==> src/verilog/telemetry_pkg.sv <==
package telemetry_pkg;

  // Endpoint number that a start strobe must name
  localparam logic [3:0] ENDPOINT_ID = 4'd2;

  localparam int RECORDS_PER_FRAME = 8;
  localparam int BYTES_PER_RECORD = 3;

  // FIFO depth is 2**FIFO_ABITS entries
  localparam int FIFO_ABITS = 4;

  // One snapshot of the USB core status
  typedef struct packed {
    logic       crc_error;
    logic [3:0] usb_state;
    logic [3:0] ctl_state;
    logic [7:0] blk_state;
  } telemetry_record_t;

  // FIFO payload of a record and its end-of-frame marker
  typedef struct packed {
    logic              frame_last;
    telemetry_record_t record;
  } frame_entry_t;

  // One byte of the output stream
  typedef struct packed {
    logic [7:0] data;
    logic       last;
  } byte_beat_t;

endpackage
==> src/verilog/bulk_telemetry.sv <==
`timescale 1ns/1ps
module bulk_telemetry (
  input  logic                              clock,
  input  logic                              reset,
  input  logic                              usb_enum_i,
  input  logic                              crc_error_i,
  input  logic [3:0]                        usb_state_i,
  input  logic [3:0]                        ctl_state_i,
  input  logic [7:0]                        blk_state_i,
  input  logic                              select_i,
  input  logic                              start_i,
  input  logic [3:0]                        endpt_i,
  output logic                              m_tvalid_o,
  input  logic                              m_tready_i,
  output logic                              m_tlast_o,
  output logic [7:0]                        m_tdata_o,
  output logic [telemetry_pkg::FIFO_ABITS:0] level_o,
  output logic                              error_o
);
  import telemetry_pkg::*;

  logic              record_valid_w;
  telemetry_record_t record_w;
  logic              fifo_full_w;
  logic              write_w;
  logic              frame_last_w;
  frame_entry_t      wr_entry_w;

  logic              entry_valid_w;
  logic              entry_ready_w;
  frame_entry_t      rd_entry_w;

  logic              beat_valid_w;
  logic              beat_ready_w;
  byte_beat_t        beat_w;

  logic              error_q;

  telemetry_change_capture u_capture (
    .clock          (clock),
    .reset          (reset),
    .usb_enum_i     (usb_enum_i),
    .crc_error_i    (crc_error_i),
    .usb_state_i    (usb_state_i),
    .ctl_state_i    (ctl_state_i),
    .blk_state_i    (blk_state_i),
    .record_valid_o (record_valid_w),
    .record_o       (record_w)
  );

  // Records that meet a full FIFO are dropped
  assign write_w = record_valid_w && !fifo_full_w;

  telemetry_frame_counter u_frame_counter (
    .clock        (clock),
    .reset        (reset),
    .advance_i    (write_w),
    .frame_last_o (frame_last_w)
  );

  assign wr_entry_w.frame_last = frame_last_w;
  assign wr_entry_w.record = record_w;

  telemetry_sync_fifo #(
    .payload_t (frame_entry_t)
  ) u_fifo (
    .clock   (clock),
    .reset   (reset),
    .write_i (write_w),
    .data_i  (wr_entry_w),
    .full_o  (fifo_full_w),
    .level_o (level_o),
    .valid_o (entry_valid_w),
    .ready_i (entry_ready_w),
    .data_o  (rd_entry_w)
  );

  telemetry_byte_serializer u_serializer (
    .clock         (clock),
    .reset         (reset),
    .entry_valid_i (entry_valid_w),
    .entry_ready_o (entry_ready_w),
    .entry_i       (rd_entry_w),
    .beat_valid_o  (beat_valid_w),
    .beat_ready_i  (beat_ready_w),
    .beat_o        (beat_w)
  );

  telemetry_readout_fsm u_readout (
    .clock        (clock),
    .reset        (reset),
    .usb_enum_i   (usb_enum_i),
    .select_i     (select_i),
    .start_i      (start_i),
    .endpt_i      (endpt_i),
    .beat_valid_i (beat_valid_w),
    .beat_ready_o (beat_ready_w),
    .beat_i       (beat_w),
    .m_tvalid_o   (m_tvalid_o),
    .m_tready_i   (m_tready_i),
    .m_tlast_o    (m_tlast_o),
    .m_tdata_o    (m_tdata_o)
  );

  // Sticky overflow flag that only reset clears
  always_ff @(posedge clock) begin
    if (reset) begin
      error_q <= 1'b0;
    end else if (record_valid_w && fifo_full_w) begin
      error_q <= 1'b1;
    end
  end

  assign error_o = error_q;

endmodule

==> src/verilog/telemetry_readout_fsm.sv <==
`timescale 1ns/1ps
module telemetry_readout_fsm (
  input  logic                      clock,
  input  logic                      reset,
  input  logic                      usb_enum_i,
  input  logic                      select_i,
  input  logic                      start_i,
  input  logic [3:0]                endpt_i,
  input  logic                      beat_valid_i,
  output logic                      beat_ready_o,
  input  telemetry_pkg::byte_beat_t beat_i,
  output logic                      m_tvalid_o,
  input  logic                      m_tready_i,
  output logic                      m_tlast_o,
  output logic [7:0]                m_tdata_o
);
  import telemetry_pkg::*;

  typedef enum logic {
    IDLE,
    STREAMING
  } state_t;

  state_t state_q;
  logic   start_ok_w;
  logic   streaming_w;
  logic   end_of_frame_w;

  // Host start must name this endpoint
  assign start_ok_w = start_i && select_i && usb_enum_i && (endpt_i == ENDPOINT_ID);
  assign streaming_w = (state_q == STREAMING);
  assign end_of_frame_w = m_tvalid_o && m_tready_i && m_tlast_o;

  always_ff @(posedge clock) begin
    if (reset) begin
      state_q <= IDLE;
    end else begin
      case (state_q)
        IDLE: begin
          if (start_ok_w) begin
            state_q <= STREAMING;
          end
        end
        STREAMING: begin
          if (end_of_frame_w) begin
            state_q <= IDLE;
          end
        end
        default: state_q <= IDLE;
      endcase
    end
  end

  // Handshake only passes while selected
  assign m_tvalid_o = streaming_w && beat_valid_i;
  assign beat_ready_o = streaming_w && m_tready_i;
  assign m_tlast_o = streaming_w && beat_i.last;
  assign m_tdata_o = streaming_w ? beat_i.data : 8'h00;

endmodule

==> src/verilog/telemetry_byte_serializer.sv <==
`timescale 1ns/1ps
module telemetry_byte_serializer (
  input  logic                        clock,
  input  logic                        reset,
  input  logic                        entry_valid_i,
  output logic                        entry_ready_o,
  input  telemetry_pkg::frame_entry_t entry_i,
  output logic                        beat_valid_o,
  input  logic                        beat_ready_i,
  output telemetry_pkg::byte_beat_t   beat_o
);
  import telemetry_pkg::*;

  localparam int IW = $clog2(BYTES_PER_RECORD);
  localparam logic [IW-1:0] LAST_IDX = IW'(BYTES_PER_RECORD - 1);

  frame_entry_t  entry_q;
  logic          busy_q;
  logic [IW-1:0] index_q;
  logic          beat_done_w;
  logic          load_w;

  assign beat_done_w = busy_q && beat_ready_i;
  // Free when empty, or when the final byte is leaving this cycle
  assign entry_ready_o = !busy_q || (beat_done_w && index_q == LAST_IDX);
  assign load_w = entry_valid_i && entry_ready_o;

  // Entry being serialized
  always_ff @(posedge clock) begin
    if (load_w) begin
      entry_q <= entry_i;
    end
  end

  always_ff @(posedge clock) begin
    if (reset) begin
      busy_q  <= 1'b0;
      index_q <= '0;
    end else if (load_w) begin
      busy_q  <= 1'b1;
      index_q <= '0;
    end else if (beat_done_w) begin
      if (index_q == LAST_IDX) begin
        busy_q  <= 1'b0;
        index_q <= '0;
      end else begin
        index_q <= index_q + 1'b1;
      end
    end
  end

  // Byte format per record index
  always_comb begin
    case (index_q)
      2'd0:    beat_o.data = {entry_q.record.crc_error, 3'b000, entry_q.record.usb_state};
      2'd1:    beat_o.data = {4'b0000, entry_q.record.ctl_state};
      default: beat_o.data = entry_q.record.blk_state;
    endcase
    beat_o.last = entry_q.frame_last && (index_q == LAST_IDX);
  end

  assign beat_valid_o = busy_q;

  a_beat_stable : assert property (
    @(posedge clock) disable iff (reset)
    beat_valid_o && !beat_ready_i |=> beat_valid_o && $stable(beat_o)
  );

endmodule

==> src/verilog/telemetry_sync_fifo.sv <==
`timescale 1ns/1ps
module telemetry_sync_fifo #(
  parameter type payload_t = logic [7:0]
) (
  input  logic                            clock,
  input  logic                            reset,
  input  logic                            write_i,
  input  payload_t                        data_i,
  output logic                            full_o,
  output logic [telemetry_pkg::FIFO_ABITS:0] level_o,
  output logic                            valid_o,
  input  logic                            ready_i,
  output payload_t                        data_o
);
  import telemetry_pkg::*;

  localparam int DEPTH = 1 << FIFO_ABITS;

  payload_t mem [DEPTH];

  logic [FIFO_ABITS-1:0] wr_ptr_q;
  logic [FIFO_ABITS-1:0] rd_ptr_q;
  logic [FIFO_ABITS:0]   count_q;
  logic                  push_w;
  logic                  pop_w;

  assign push_w = write_i;
  assign pop_w = valid_o && ready_i;

  // Storage array
  always_ff @(posedge clock) begin
    if (push_w) begin
      mem[wr_ptr_q] <= data_i;
    end
  end

  always_ff @(posedge clock) begin
    if (reset) begin
      wr_ptr_q <= '0;
      rd_ptr_q <= '0;
      count_q  <= '0;
    end else begin
      if (push_w) begin
        wr_ptr_q <= wr_ptr_q + 1'b1;
      end
      if (pop_w) begin
        rd_ptr_q <= rd_ptr_q + 1'b1;
      end
      // Simultaneous push and pop leaves the count alone
      case ({push_w, pop_w})
        2'b10:   count_q <= count_q + 1'b1;
        2'b01:   count_q <= count_q - 1'b1;
        default: count_q <= count_q;
      endcase
    end
  end

  // Head entry falls through straight from the array
  assign valid_o = (count_q != '0);
  assign data_o = mem[rd_ptr_q];
  assign full_o = (count_q == (FIFO_ABITS+1)'(DEPTH));
  assign level_o = count_q;

  a_no_write_when_full : assert property (
    @(posedge clock) disable iff (reset)
    full_o |-> !write_i
  );

  a_level_in_range : assert property (
    @(posedge clock) disable iff (reset)
    level_o <= (FIFO_ABITS+1)'(DEPTH)
  );

endmodule

==> src/verilog/telemetry_frame_counter.sv <==
`timescale 1ns/1ps
module telemetry_frame_counter (
  input  logic clock,
  input  logic reset,
  input  logic advance_i,
  output logic frame_last_o
);
  import telemetry_pkg::*;

  localparam int CW = $clog2(RECORDS_PER_FRAME);
  localparam logic [CW-1:0] LAST_POS = CW'(RECORDS_PER_FRAME - 1);

  logic [CW-1:0] count_q;

  // Position of the next accepted record within its frame
  always_ff @(posedge clock) begin
    if (reset) begin
      count_q <= '0;
    end else if (advance_i) begin
      if (count_q == LAST_POS) begin
        count_q <= '0;
      end else begin
        count_q <= count_q + 1'b1;
      end
    end
  end

  assign frame_last_o = (count_q == LAST_POS);

endmodule

==> src/verilog/telemetry_change_capture.sv <==
`timescale 1ns/1ps
module telemetry_change_capture (
  input  logic                             clock,
  input  logic                             reset,
  input  logic                             usb_enum_i,
  input  logic                             crc_error_i,
  input  logic [3:0]                       usb_state_i,
  input  logic [3:0]                       ctl_state_i,
  input  logic [7:0]                       blk_state_i,
  output logic                             record_valid_o,
  output telemetry_pkg::telemetry_record_t record_o
);
  import telemetry_pkg::*;

  telemetry_record_t current_w;
  telemetry_record_t previous_q;

  assign current_w.crc_error = crc_error_i;
  assign current_w.usb_state = usb_state_i;
  assign current_w.ctl_state = ctl_state_i;
  assign current_w.blk_state = blk_state_i;

  // Status as seen on the previous clock
  always_ff @(posedge clock) begin
    if (reset) begin
      previous_q <= '0;
    end else begin
      previous_q <= current_w;
    end
  end

  // Any field change counts, but only once enumerated
  assign record_valid_o = usb_enum_i && (current_w != previous_q);
  assign record_o = current_w;

  // Strobe follows every status change seen while enumerated, and nothing else
  a_strobe_on_change : assert property (
    @(posedge clock) disable iff (reset)
    !$past(reset) |-> record_valid_o == (usb_enum_i && $changed(record_o))
  );

endmodule

==> config.mk <==
export PLATFORM = sky130hd
export DESIGN_NAME = bulk_telemetry
export DESIGN_NICKNAME = d
export VERILOG_FILES = /design/src/verilog/telemetry_pkg.sv /design/src/verilog/bulk_telemetry.sv /design/src/verilog/telemetry_readout_fsm.sv /design/src/verilog/telemetry_byte_serializer.sv /design/src/verilog/telemetry_sync_fifo.sv /design/src/verilog/telemetry_frame_counter.sv /design/src/verilog/telemetry_change_capture.sv
export SDC_FILE = /design/constraint.sdc
export NUM_CORES = 1
export LEC_CHECK = 0
export BUFFER_PORTS_ARGS = -buffer_cell sky130_fd_sc_hd__buf_4
export CORE_UTILIZATION = 45
export DETAILED_ROUTE_END_ITERATION = 6
export PLACE_DENSITY_LB_ADDON = 0.1
export SLEW_MARGIN = 20
export SYNTH_ARGS = -nofsm -noshare
export SYNTH_HDL_FRONTEND = slang
export SYNTH_HIERARCHICAL = 1
export SYNTH_SLANG_ARGS = --single-unit
==> constraint.sdc <==
create_clock -name clock -period 4 [get_ports clock]
set_input_delay 1 -clock clock [delete_from_list [all_inputs] [get_ports clock]]
set_output_delay 1 -clock clock [all_outputs]
set_load 0.1 [all_outputs]
# [Yosys cells after proc, flatten, opt, wreduce, memory -nomap -nowiden]
# Memory sizes are Yosys's and may differ from the RTL's. A register that Yosys moved wholly into a read port is not among the register bits.
# Index checks and enable logic that the tools add are counted.
[op_classes] n_addsub=6 n_eq_ne=8 muxes=13 n_bitwise=1 reduce_logical=25
[ops] op="inequality test 17 bit" n=1
[ops] op="case mux 8 bit (2 select lines)" n=1
[ops] op="logical AND 1 bit" n=15
[ops] op="case mux 5 bit (2 select lines)" n=1
[ops] op="adder 4 x 1 -> 4 bit (second input constant)" n=2
[ops] op="2-to-1 mux 8 bit" n=1
[ops] op="2-to-1 mux 1 bit" n=7
[ops] op="nonzero test 2 bit" n=3
[ops] op="adder 5 x 1 -> 5 bit (second input constant)" n=1
[ops] op="equality test 5 bit (second input constant)" n=1
[ops] op="nonzero test 5 bit" n=1
[ops] op="subtractor 5 x 1 -> 5 bit (second input constant)" n=1
[ops] op="equality test 2 x 1 -> 1 bit (second input constant)" n=2
[ops] op="equality test 2 bit (second input constant)" n=2
[ops] op="equality test 4 x 2 -> 1 bit (second input constant)" n=1
[ops] op="adder 3 x 1 -> 3 bit (second input constant)" n=1
[ops] op="equality test 3 bit (second input constant)" n=1
[ops] op="2-to-1 mux 3 bit" n=1
[ops] op="adder 2 x 1 -> 2 bit (second input constant)" n=1
[ops] op="zero test 1 bit" n=2
[ops] op="zero test 2 bit" n=1
[ops] op="2-to-1 mux 2 bit" n=1
[ops] op="case mux 1 bit (2 select lines)" n=1
[ops] op="AND reduction 2 bit" n=1
[ops] op="3 further kinds" n=3
[totals] regBits=38 ram_bits=288 input_bits=27 output_inout_bits=16 word_cells=66 n_memories=1
[mem_list] memory="u_fifo.mem" depth=16 word_bits=18 rd=1 rd_ports_with_merged_regs=1 write_ports=1 line_no="telemetry_sync_fifo.sv:19" text="payload_t mem [DEPTH];"

# [Longest topological paths before layout]
# Gate-level depths: netlist of the first run.
[logic_depth] depth_word=7 ltp_mapped=15

# [Cells and area by module]
# The synthesis of the first run kept the hierarchy.
[by_module_without_submodules] mod="telemetry_sync_fifo" n_inst=1 cells_per_inst=560 area_per_inst_um2=11798.8 seq_area_each_um2=8988.6
[by_module_without_submodules] mod="telemetry_byte_serializer" n_inst=1 cells_per_inst=56 area_per_inst_um2=848.3 seq_area_each_um2=600.6
[by_module_without_submodules] mod="telemetry_change_capture" n_inst=1 cells_per_inst=75 area_per_inst_um2=769.5 seq_area_each_um2=340.3
[by_module_without_submodules] mod="telemetry_frame_counter" n_inst=1 cells_per_inst=12 area_per_inst_um2=136.4 seq_area_each_um2=60.1
[by_module_without_submodules] mod="telemetry_readout_fsm" n_inst=1 cells_per_inst=16 area_per_inst_um2=125.1 seq_area_each_um2=20.0
[by_module_without_submodules] mod="bulk_telemetry" n_inst=1 cells_per_inst=4 area_per_inst_um2=37.5 seq_area_each_um2=20.0

# [Worst setup path after synthesis of the first run]
# Ideal clock, no wire load.
[synth_timing] path_kind="input to register" startpoint="input port blk_state_i[1]" endpoint="register u_fifo.count_q[4], in the netlist u_fifo/level_o[4]" arrival_time_ns=3.803 slack_ns=0.133 path_stages=15 n_path_buf=2 cell_sequence="xor2_1 -> nor4_1 -> nand3_1 -> o41a_1 -> and2b_2 -> clkbuf_1 -> inv_1 -> ha_1 -> buf_2 -> xor2_1 -> ha_1 -> o21ai_0 -> or3_1 -> a2111o_1 -> nand4_1"
[synth_via] elab_chain_cells=5
[synth_lines] item="start, declared" line_no="bulk_telemetry.sv:9" text="input logic [7:0] blk_state_i,"
[synth_lines] item="inequality test 17 bit *" line_no="telemetry_change_capture.sv:33" text="assign record_valid_o = usb_enum_i && (current_w != previous_q);"
[synth_lines] item="logical AND 1 bit *" line_no="telemetry_change_capture.sv:33"
[synth_lines] item="via record_valid_w" line_no="bulk_telemetry.sv:22" text="logic record_valid_w;"
[synth_lines] item="logical AND 1 bit *" line_no="bulk_telemetry.sv:52" text="assign write_w = record_valid_w && !fifo_full_w;"
[synth_lines] item="via write_w" line_no="bulk_telemetry.sv:25" text="logic write_w;"
[synth_lines] item="equality test 2 x 1 -> 1 bit / equality test 2 bit (equally long branches)" line_no="telemetry_sync_fifo.sv:50" text="case ({push_w, pop_w})"
[synth_lines] item="case mux 5 bit (2 select lines) / nonzero test 2 bit (equally long branches)"
[synth_lines] item="end signal, assigned" line_no="telemetry_sync_fifo.sv:51" text="2'b10: count_q <= count_q + 1'b1;"
[synth_lines] item="end signal, assigned" line_no="telemetry_sync_fifo.sv:52" text="2'b01: count_q <= count_q - 1'b1;"
[synth_lines] item="end signal, assigned" line_no="telemetry_sync_fifo.sv:53" text="default: count_q <= count_q;"
[synth_lines] item="end, declared" line_no="telemetry_sync_fifo.sv:23" text="logic [FIFO_ABITS:0] count_q;"
# The timed path passes the listed nets; every way through them passes the cells marked *.
# A chain may end at the register's enable or synchronous reset.

# [Worst setup path after layout of the first run]
[layout_timing] startpoint="input port blk_state_i[7]" endpoint="register u_fifo.count_q[4], in the netlist u_fifo/level_o[4]"
# Same word-level chain as after synthesis.

==> impl_metrics.csv, run 1 <==
group,metric,value,unit
worst_setup_path,start_kind,"input port",
detailed_routing,met1_length,13400,um
min_path,hold_class,"register to register",
synth,synth_ff_type,"edfxtp_1",
detailed_routing,via_count,6910,
sta,relSlewSlack,25.7,%
sta,tightest_slew,1.11,ns
detailed_routing,wl_per_cell,26.6,um
clock_network,hold_buffers,0,
synth,yosysWarnings,6,
sta,setup_viol,0,
clock_network,htree_levels,2,
die,core_area,29800,um^2
global_route,grt_util_all_layers,21.3,%
detailed_routing,drt.antenna.violating_nets,0,
sta,timing.final.crit_share,86.5,%
worst_setup_path,path_class,"input port to register",
clock_network,clk_pin_slew,0.06,ns
clock_network,cts_resized,0,
cells_and_area,finalNetCount,829,
die,die_h,177,um
synth,avgSynthCellArea,19.0,um^2
cells_and_area,fillers,2389,
detailed_routing,wl_met3,2130,um
clock_network,clkLatencyLatePin,0.51,ns
synth,ys_ff_latch,348,
synth,async_flop_share,0,%
sta,slew_viol_final,0,
sta,setup_tns,0,ns
detailed_routing,drt_iter0_markers,689,
pwr,leakage,0.00517,uW
cells_and_area,area_delta_synth_final,13.7,%
clock_network,cts_sinks,348,
detailed_routing,top_layer,"met4",
die,ios,43,
sta,clock_skew,0.0113,ns
synth,syn_area,13700,um^2
sta,final-hold-violation-count,0,
die,die_area,31200,um^2
global_route,grt-ovfl-total,0,
cells_and_area,num_antenna_cells,0,
clock_network,post-cts-setup-buffers,0,
detailed_routing,via_per_inst,5.74,
clock_network,clock_path_buffers,3,
worst_setup_path,worst-path-max-fanout,3,
clock_network,cts_tree,"built",
clock_network,cts_root_buf,"clkbuf_16",
global_route,grt_pass1_wl,46900,um
pwr,powerDensity,588,nW/um^2
detailed_routing,dr_wl_met2,15800,um
clock_network,numCtsBuffers,36,
place,routabilityCongestion,0.775,
detailed_routing,first_pass_iters,5,
run,max_cap_viol_count,0,
synth,synthDistinctLibCells,53,
pwr,total_power,9170,uW
die,die_w,177,um
synth,synth_edf_count,306,
synth,syn_inst,723,
global_route,antenna_found_initial,2,
die,num_rows,63,
global_route,grt_pass1_vias,7252,
sta,grt_setup_unrepaired,"no",
worst_setup_path,required,4.45,ns
synth,seq_area_frac_synth,73.1,%
sta,fin_crit,3.46,ns
place,place.port_buffers,42,
synth,syn_nets,761,
worst_setup_path,cp-end-kind,"register",
cells_and_area,drive_gt1_share,26.0,%
global_route,grt_max_degree,47,
worst_setup_path,critPathArrivalTime,3.90,ns
detailed_routing,wl,32000,um
detailed_routing,route.detailed.drc,0,
run_status,status,"finished, final reports clean",
sta,fmax,289,MHz
pwr,peakVddDrop,0.485,mV
place,place.detailed.hpwl,17900,um
die,start_util,46.0,%
-- cells by family after synthesis --
family,Yosys count,share of synthesized area (%)
adder cells (fa/ha/maj),11,1.00
AND/OR/NAND/NOR,139,5.68
AO/OA/AOI/OAI,61,3.40
buffers and inverters,56,2.48
XOR/XNOR,26,1.66
flip-flops,348,73.1
multiplexers,82,12.6
-- worst max-delay path, cell delays in order --
cell	delay [ns]
buf_4	0.11
xor2_1	0.14
nor4_1	0.33
nand3_1	0.14
o41a_1	0.39
and2b_2	0.23
inv_1	0.08
ha_1	0.19
xor2_1	0.18
ha_1	0.19
o21ai_0	0.08
or3_1	0.36
a2111o_1	0.39
nand4_1	0.08
-- cells in the mapped netlist, types with 6 or more instances --
cell type,n,area share (%)
dfxtp_1,42,6.1
nor2b_1,18,0.82
xnor2_1,6,0.38
ha_1,11,1.0
a22oi_1,36,2.0
buf_4,21,1.1
mux2i_1,9,0.66
and2_1,31,1.4
nand2b_1,6,0.27
edfxtp_1,306,67
nand2_1,29,0.79
clkbuf_1,12,0.33
mux4_2,70,11
nor2_1,23,0.63
xor2_1,20,1.3
inv_1,6,0.16
o21ai_0,7,0.26
buf_1,6,0.16
buf_6,6,0.49
-- registers in the layout, summed over array words and instances (netlist names), named ones only --
name	flops
u_fifo/level_o	5
u_readout/state_q	1
u_serializer/entry_q	18
u_serializer/index_q	2
u_frame_counter/count_q	3
u_fifo/rd_ptr_q	4
u_capture/previous_q	17
u_fifo/wr_ptr_q	4
u_serializer/beat_valid_o	1
error_o	1
u_fifo/mem	288
-- per-layer routing --
layer / track usage [%] / up-vias
met5: 0 / -
met4: 6.50 / 0
met3: 3.38 / 51
met2: 35.5 / 227
met1: 28.9 / 3635
li1: - / 2997
-- metrics by stage --
stage	worst slack (ns)	instance area, um^2	util [%]	hold WS [ns]	std cells
6_report	0.541	15600	52.3	0.479	1203
5_1_grt	0.433	15600	52.3	0.519	1203
4_1_cts	0.592	15600	52.3	0.492	1203
3_5_place_dp	0.0722	14500	48.7	0.476	1143
3_3_place_gp	0.155	14500	48.7	0.477	1143
2_1_floorplan	0.133	13700	-	0.462	723
-- area by class of cell --
type	instances	area, um^2	area share (%)
inverters	6	22.5	0.144
clock buffers	48	987	6.33
flip-flops and latches	348	10000	64.4
well taps	390	488	3.13
multi-input cells	319	3360	21.6
repair buffers	80	613	3.93
clock inverters	12	81.3	0.522
-- cells in the final DEF (no fill, tap or decap), types with 4 or more instances in the layout --
| master | Yosys | routed |
|---|---|---|
| o21ai_0 | 7 | 7 |
| inv_1 | 6 | 6 |
| mux4_2 | 70 | 70 |
| nand2b_1 | 6 | 6 |
| xnor2_1 | 6 | 6 |
| clkinv_1 | 0 | 4 |
| nand2_1 | 29 | 29 |
| nand4_1 | 5 | 5 |
| clkbuf_1 | 12 | 9 |
| buf_4 | 21 | 79 |
| mux2i_1 | 9 | 9 |
| nor2b_1 | 18 | 16 |
| a22oi_1 | 36 | 36 |
| nor3_1 | 4 | 4 |
| and2_1 | 31 | 31 |
| edfxtp_1 | 306 | 306 |
| nor2_1 | 23 | 23 |
| clkbuf_16 | 0 | 37 |
| dfxtp_1 | 42 | 40 |
| ha_1 | 11 | 11 |
| clkinv_2 | 0 | 6 |
| xor2_1 | 20 | 20 |
-- report_power, final --
group	switching (uW)	leakage (uW)	internal, uW
combinational	838	0.00154	748
clock	1290	0.000529	1790
sequential	245	0.00310	4250
total	2380	0.00517	6790
-- worst paths after layout --
check	slack, ns	from	cells past startpoint	end
min	0.48	error_o	2	error_o
max	0.54	blk_state_i[7]	14	u_fifo/level_o[4]
min reg2reg	0.48	error_o	2	error_o
max reg2reg	0.81	u_capture/previous_q[7]	13	u_fifo/level_o[4]
Note: power is estimated with default switching activity, not from simulation.
==> inputs of run 2 (changes only) <==
ABC_CLOCK_PERIOD_IN_PS = 4000   (was unset)
CORE_UTILIZATION = 49   (was 45)
==> impl_metrics.csv, run 2 (synthesis gave the netlist of run 1 again) <==
group,metric,value,unit
sta,final-hold-violation-count,0,
run_status,status,"finished, final reports clean",
worst_setup_path,cpPeakStageDelay,0.39,ns
pwr,peakVddDrop,0.466,mV
detailed_routing,first_pass_iters,5,
run,max_cap_viol_count,0,
detailed_routing,wl_per_cell,25.7,um
detailed_routing,wl_met3,1980,um
worst_setup_path,critPathArrivalTime,3.88,ns
sta,fin_ws,0.567,ns
sta,timing.final.crit_share,85.8,%
detailed_routing,wl,30500,um
global_route,grt-ovfl-total,0,
cells_and_area,area_delta_synth_final,14.2,%
die,num_rows,60,
clock_network,clock_path_buffers,3,
pwr,powerDensity,599,nW/um^2
cells_and_area,num_antenna_cells,0,
min_path,hold_class,"register to register",
cells_and_area,drive_gt1_share,26.0,%
cells_and_area,layout_commonest_cell,"edfxtp_1",
die,die_area,28700,um^2
clock_network,hold_buffers,0,
place,place.port_buffers,42,
clock_network,numCtsBuffers,36,
clock_network,cts_tree,"built",
detailed_routing,met1_length,12600,um
detailed_routing,drt_iter0_markers,536,
die,ios,43,
die,start_util,50.5,%
sta,fmax,291,MHz
sta,tightest_slew,1.08,ns
detailed_routing,drt.antenna.violating_nets,0,
detailed_routing,route.detailed.drc,0,
detailed_routing,top_layer,"met4",
worst_setup_path,required,4.45,ns
sta,clock_skew,0.0118,ns
clock_network,cts_sinks,348,
die,die_h,169,um
sta,slew_viol_final,0,
clock_network,post-cts-setup-buffers,0,
detailed_routing,via_per_inst,5.78,
clock_network,clkLatencyLatePin,0.50,ns
sta,setup_viol,0,
sta,grt_setup_unrepaired,"no",
pwr,leakage,0.00520,uW
global_route,grt_pass1_wl,45300,um
clock_network,cts_resized,0,
die,core_area,27200,um^2
clock_network,cts_root_buf,"clkbuf_16",
cells_and_area,most-common-layout-cells,"edfxtp_1, buf_4, mux4_2",
worst_setup_path,path_class,"input port to register",
die,die_w,169,um
worst_setup_path,cp_slowest_cell,"a2111o_1",
sta,fin_crit,3.43,ns
global_route,grt_max_degree,47,
global_route,grt_pass1_vias,7148,
cells_and_area,finalNetCount,827,
sta,holdWs,0.478,ns
place,pre_cts_ws,0.103,ns
worst_setup_path,cp-end-kind,"register",
global_route,antenna_found_initial,0,
place,routabilityCongestion,0.752,
worst_setup_path,start_kind,"input port",
detailed_routing,dr_wl_met2,15000,um
worst_setup_path,worst-path-max-fanout,4,
place,place.detailed.hpwl,17300,um
cells_and_area,top_register,"u_fifo/mem",
sta,relSlewSlack,27.9,%
cells_and_area,largest_reg_flops,288,
detailed_routing,via_count,6849,
worst_setup_path,cp_cell_sequence,"buf_4, xor2_1, nor4_1, nand3_1, o41a_1, and2b_2, inv_1, ha_1, xor2_1, ha_1, o21ai_0, or3_1, a2111o_1, nand4_1",
global_route,grt_util_all_layers,22.3,%
clock_network,clk_pin_slew,0.07,ns
clock_network,htree_levels,2,
sta,setup_tns,0,ns
cells_and_area,reg_top3,"u_fifo/mem (288), u_serializer/entry_q (18), u_capture/previous_q (17)",
-- run 2: cell types whose count changed in the layout (fill, tap and decap cells not counted), moves of 2 or more --
cell       before  now
bufinv_16       1    5
buf_4          79   76
clkbuf_1        9    6
clkinv_1        4    7
clkbuf_8        2    0
clkinv_2        6    4
clkinv_4        0    2
-- run 2: metrics by stage --
stage	power [uW]	utilization [%]	cell area, um^2	std cells
final	9380	57.6	15700	1185
after global routing	9760	57.6	15700	1185
after CTS	9460	57.6	15700	1185
after detailed placement	6160	53.3	14500	1123
after global placement	6120	53.3	14500	1123
after floorplan	5710	-	13700	723
-- run 2: per-layer routing --
metal	global-route usage (%)	up-vias
li1	-	2991
met2	36.3	211
met1	30.7	3595
met5	0	-
met3	3.57	52
met4	7.72	0
-- run 2: worst paths after layout --
check             slack, ns                     from  cells after the start                 to
setup / recovery       0.57           blk_state_i[7]                     14  u_fifo/level_o[4]
hold / removal         0.48                  error_o                      2            error_o
setup reg to reg       0.86  u_capture/previous_q[7]                     13  u_fifo/level_o[4]
hold reg to reg        0.48                  error_o                      2            error_o
-- run 2: where the power goes --
group          switching (uW)  internal, uW
logic                     850           752
clock network            1290          2010
registers                 220          4250
total                    2360          7010
-- run 2: area by class of cell --
class                      instances  area [um^2]
clock inverter                    19          221
fill                            2091        11500
inverter                           6         22.5
timing repair buffer              78          611
sequential                       348        10000
tap                              372          465
clock buffer                      43          948
multi-input combinational        319         3350
-- run 2: critical path, delay by kind of cell --
kind / cells / cell delay (ns)
buffers and inverters: 2 / 0.23
XOR/XNOR: 2 / 0.33
AO/OA/AOI/OAI: 3 / 0.82
AND/OR/NAND/NOR: 5 / 1.09
adder cells (fa/ha/maj): 2 / 0.40
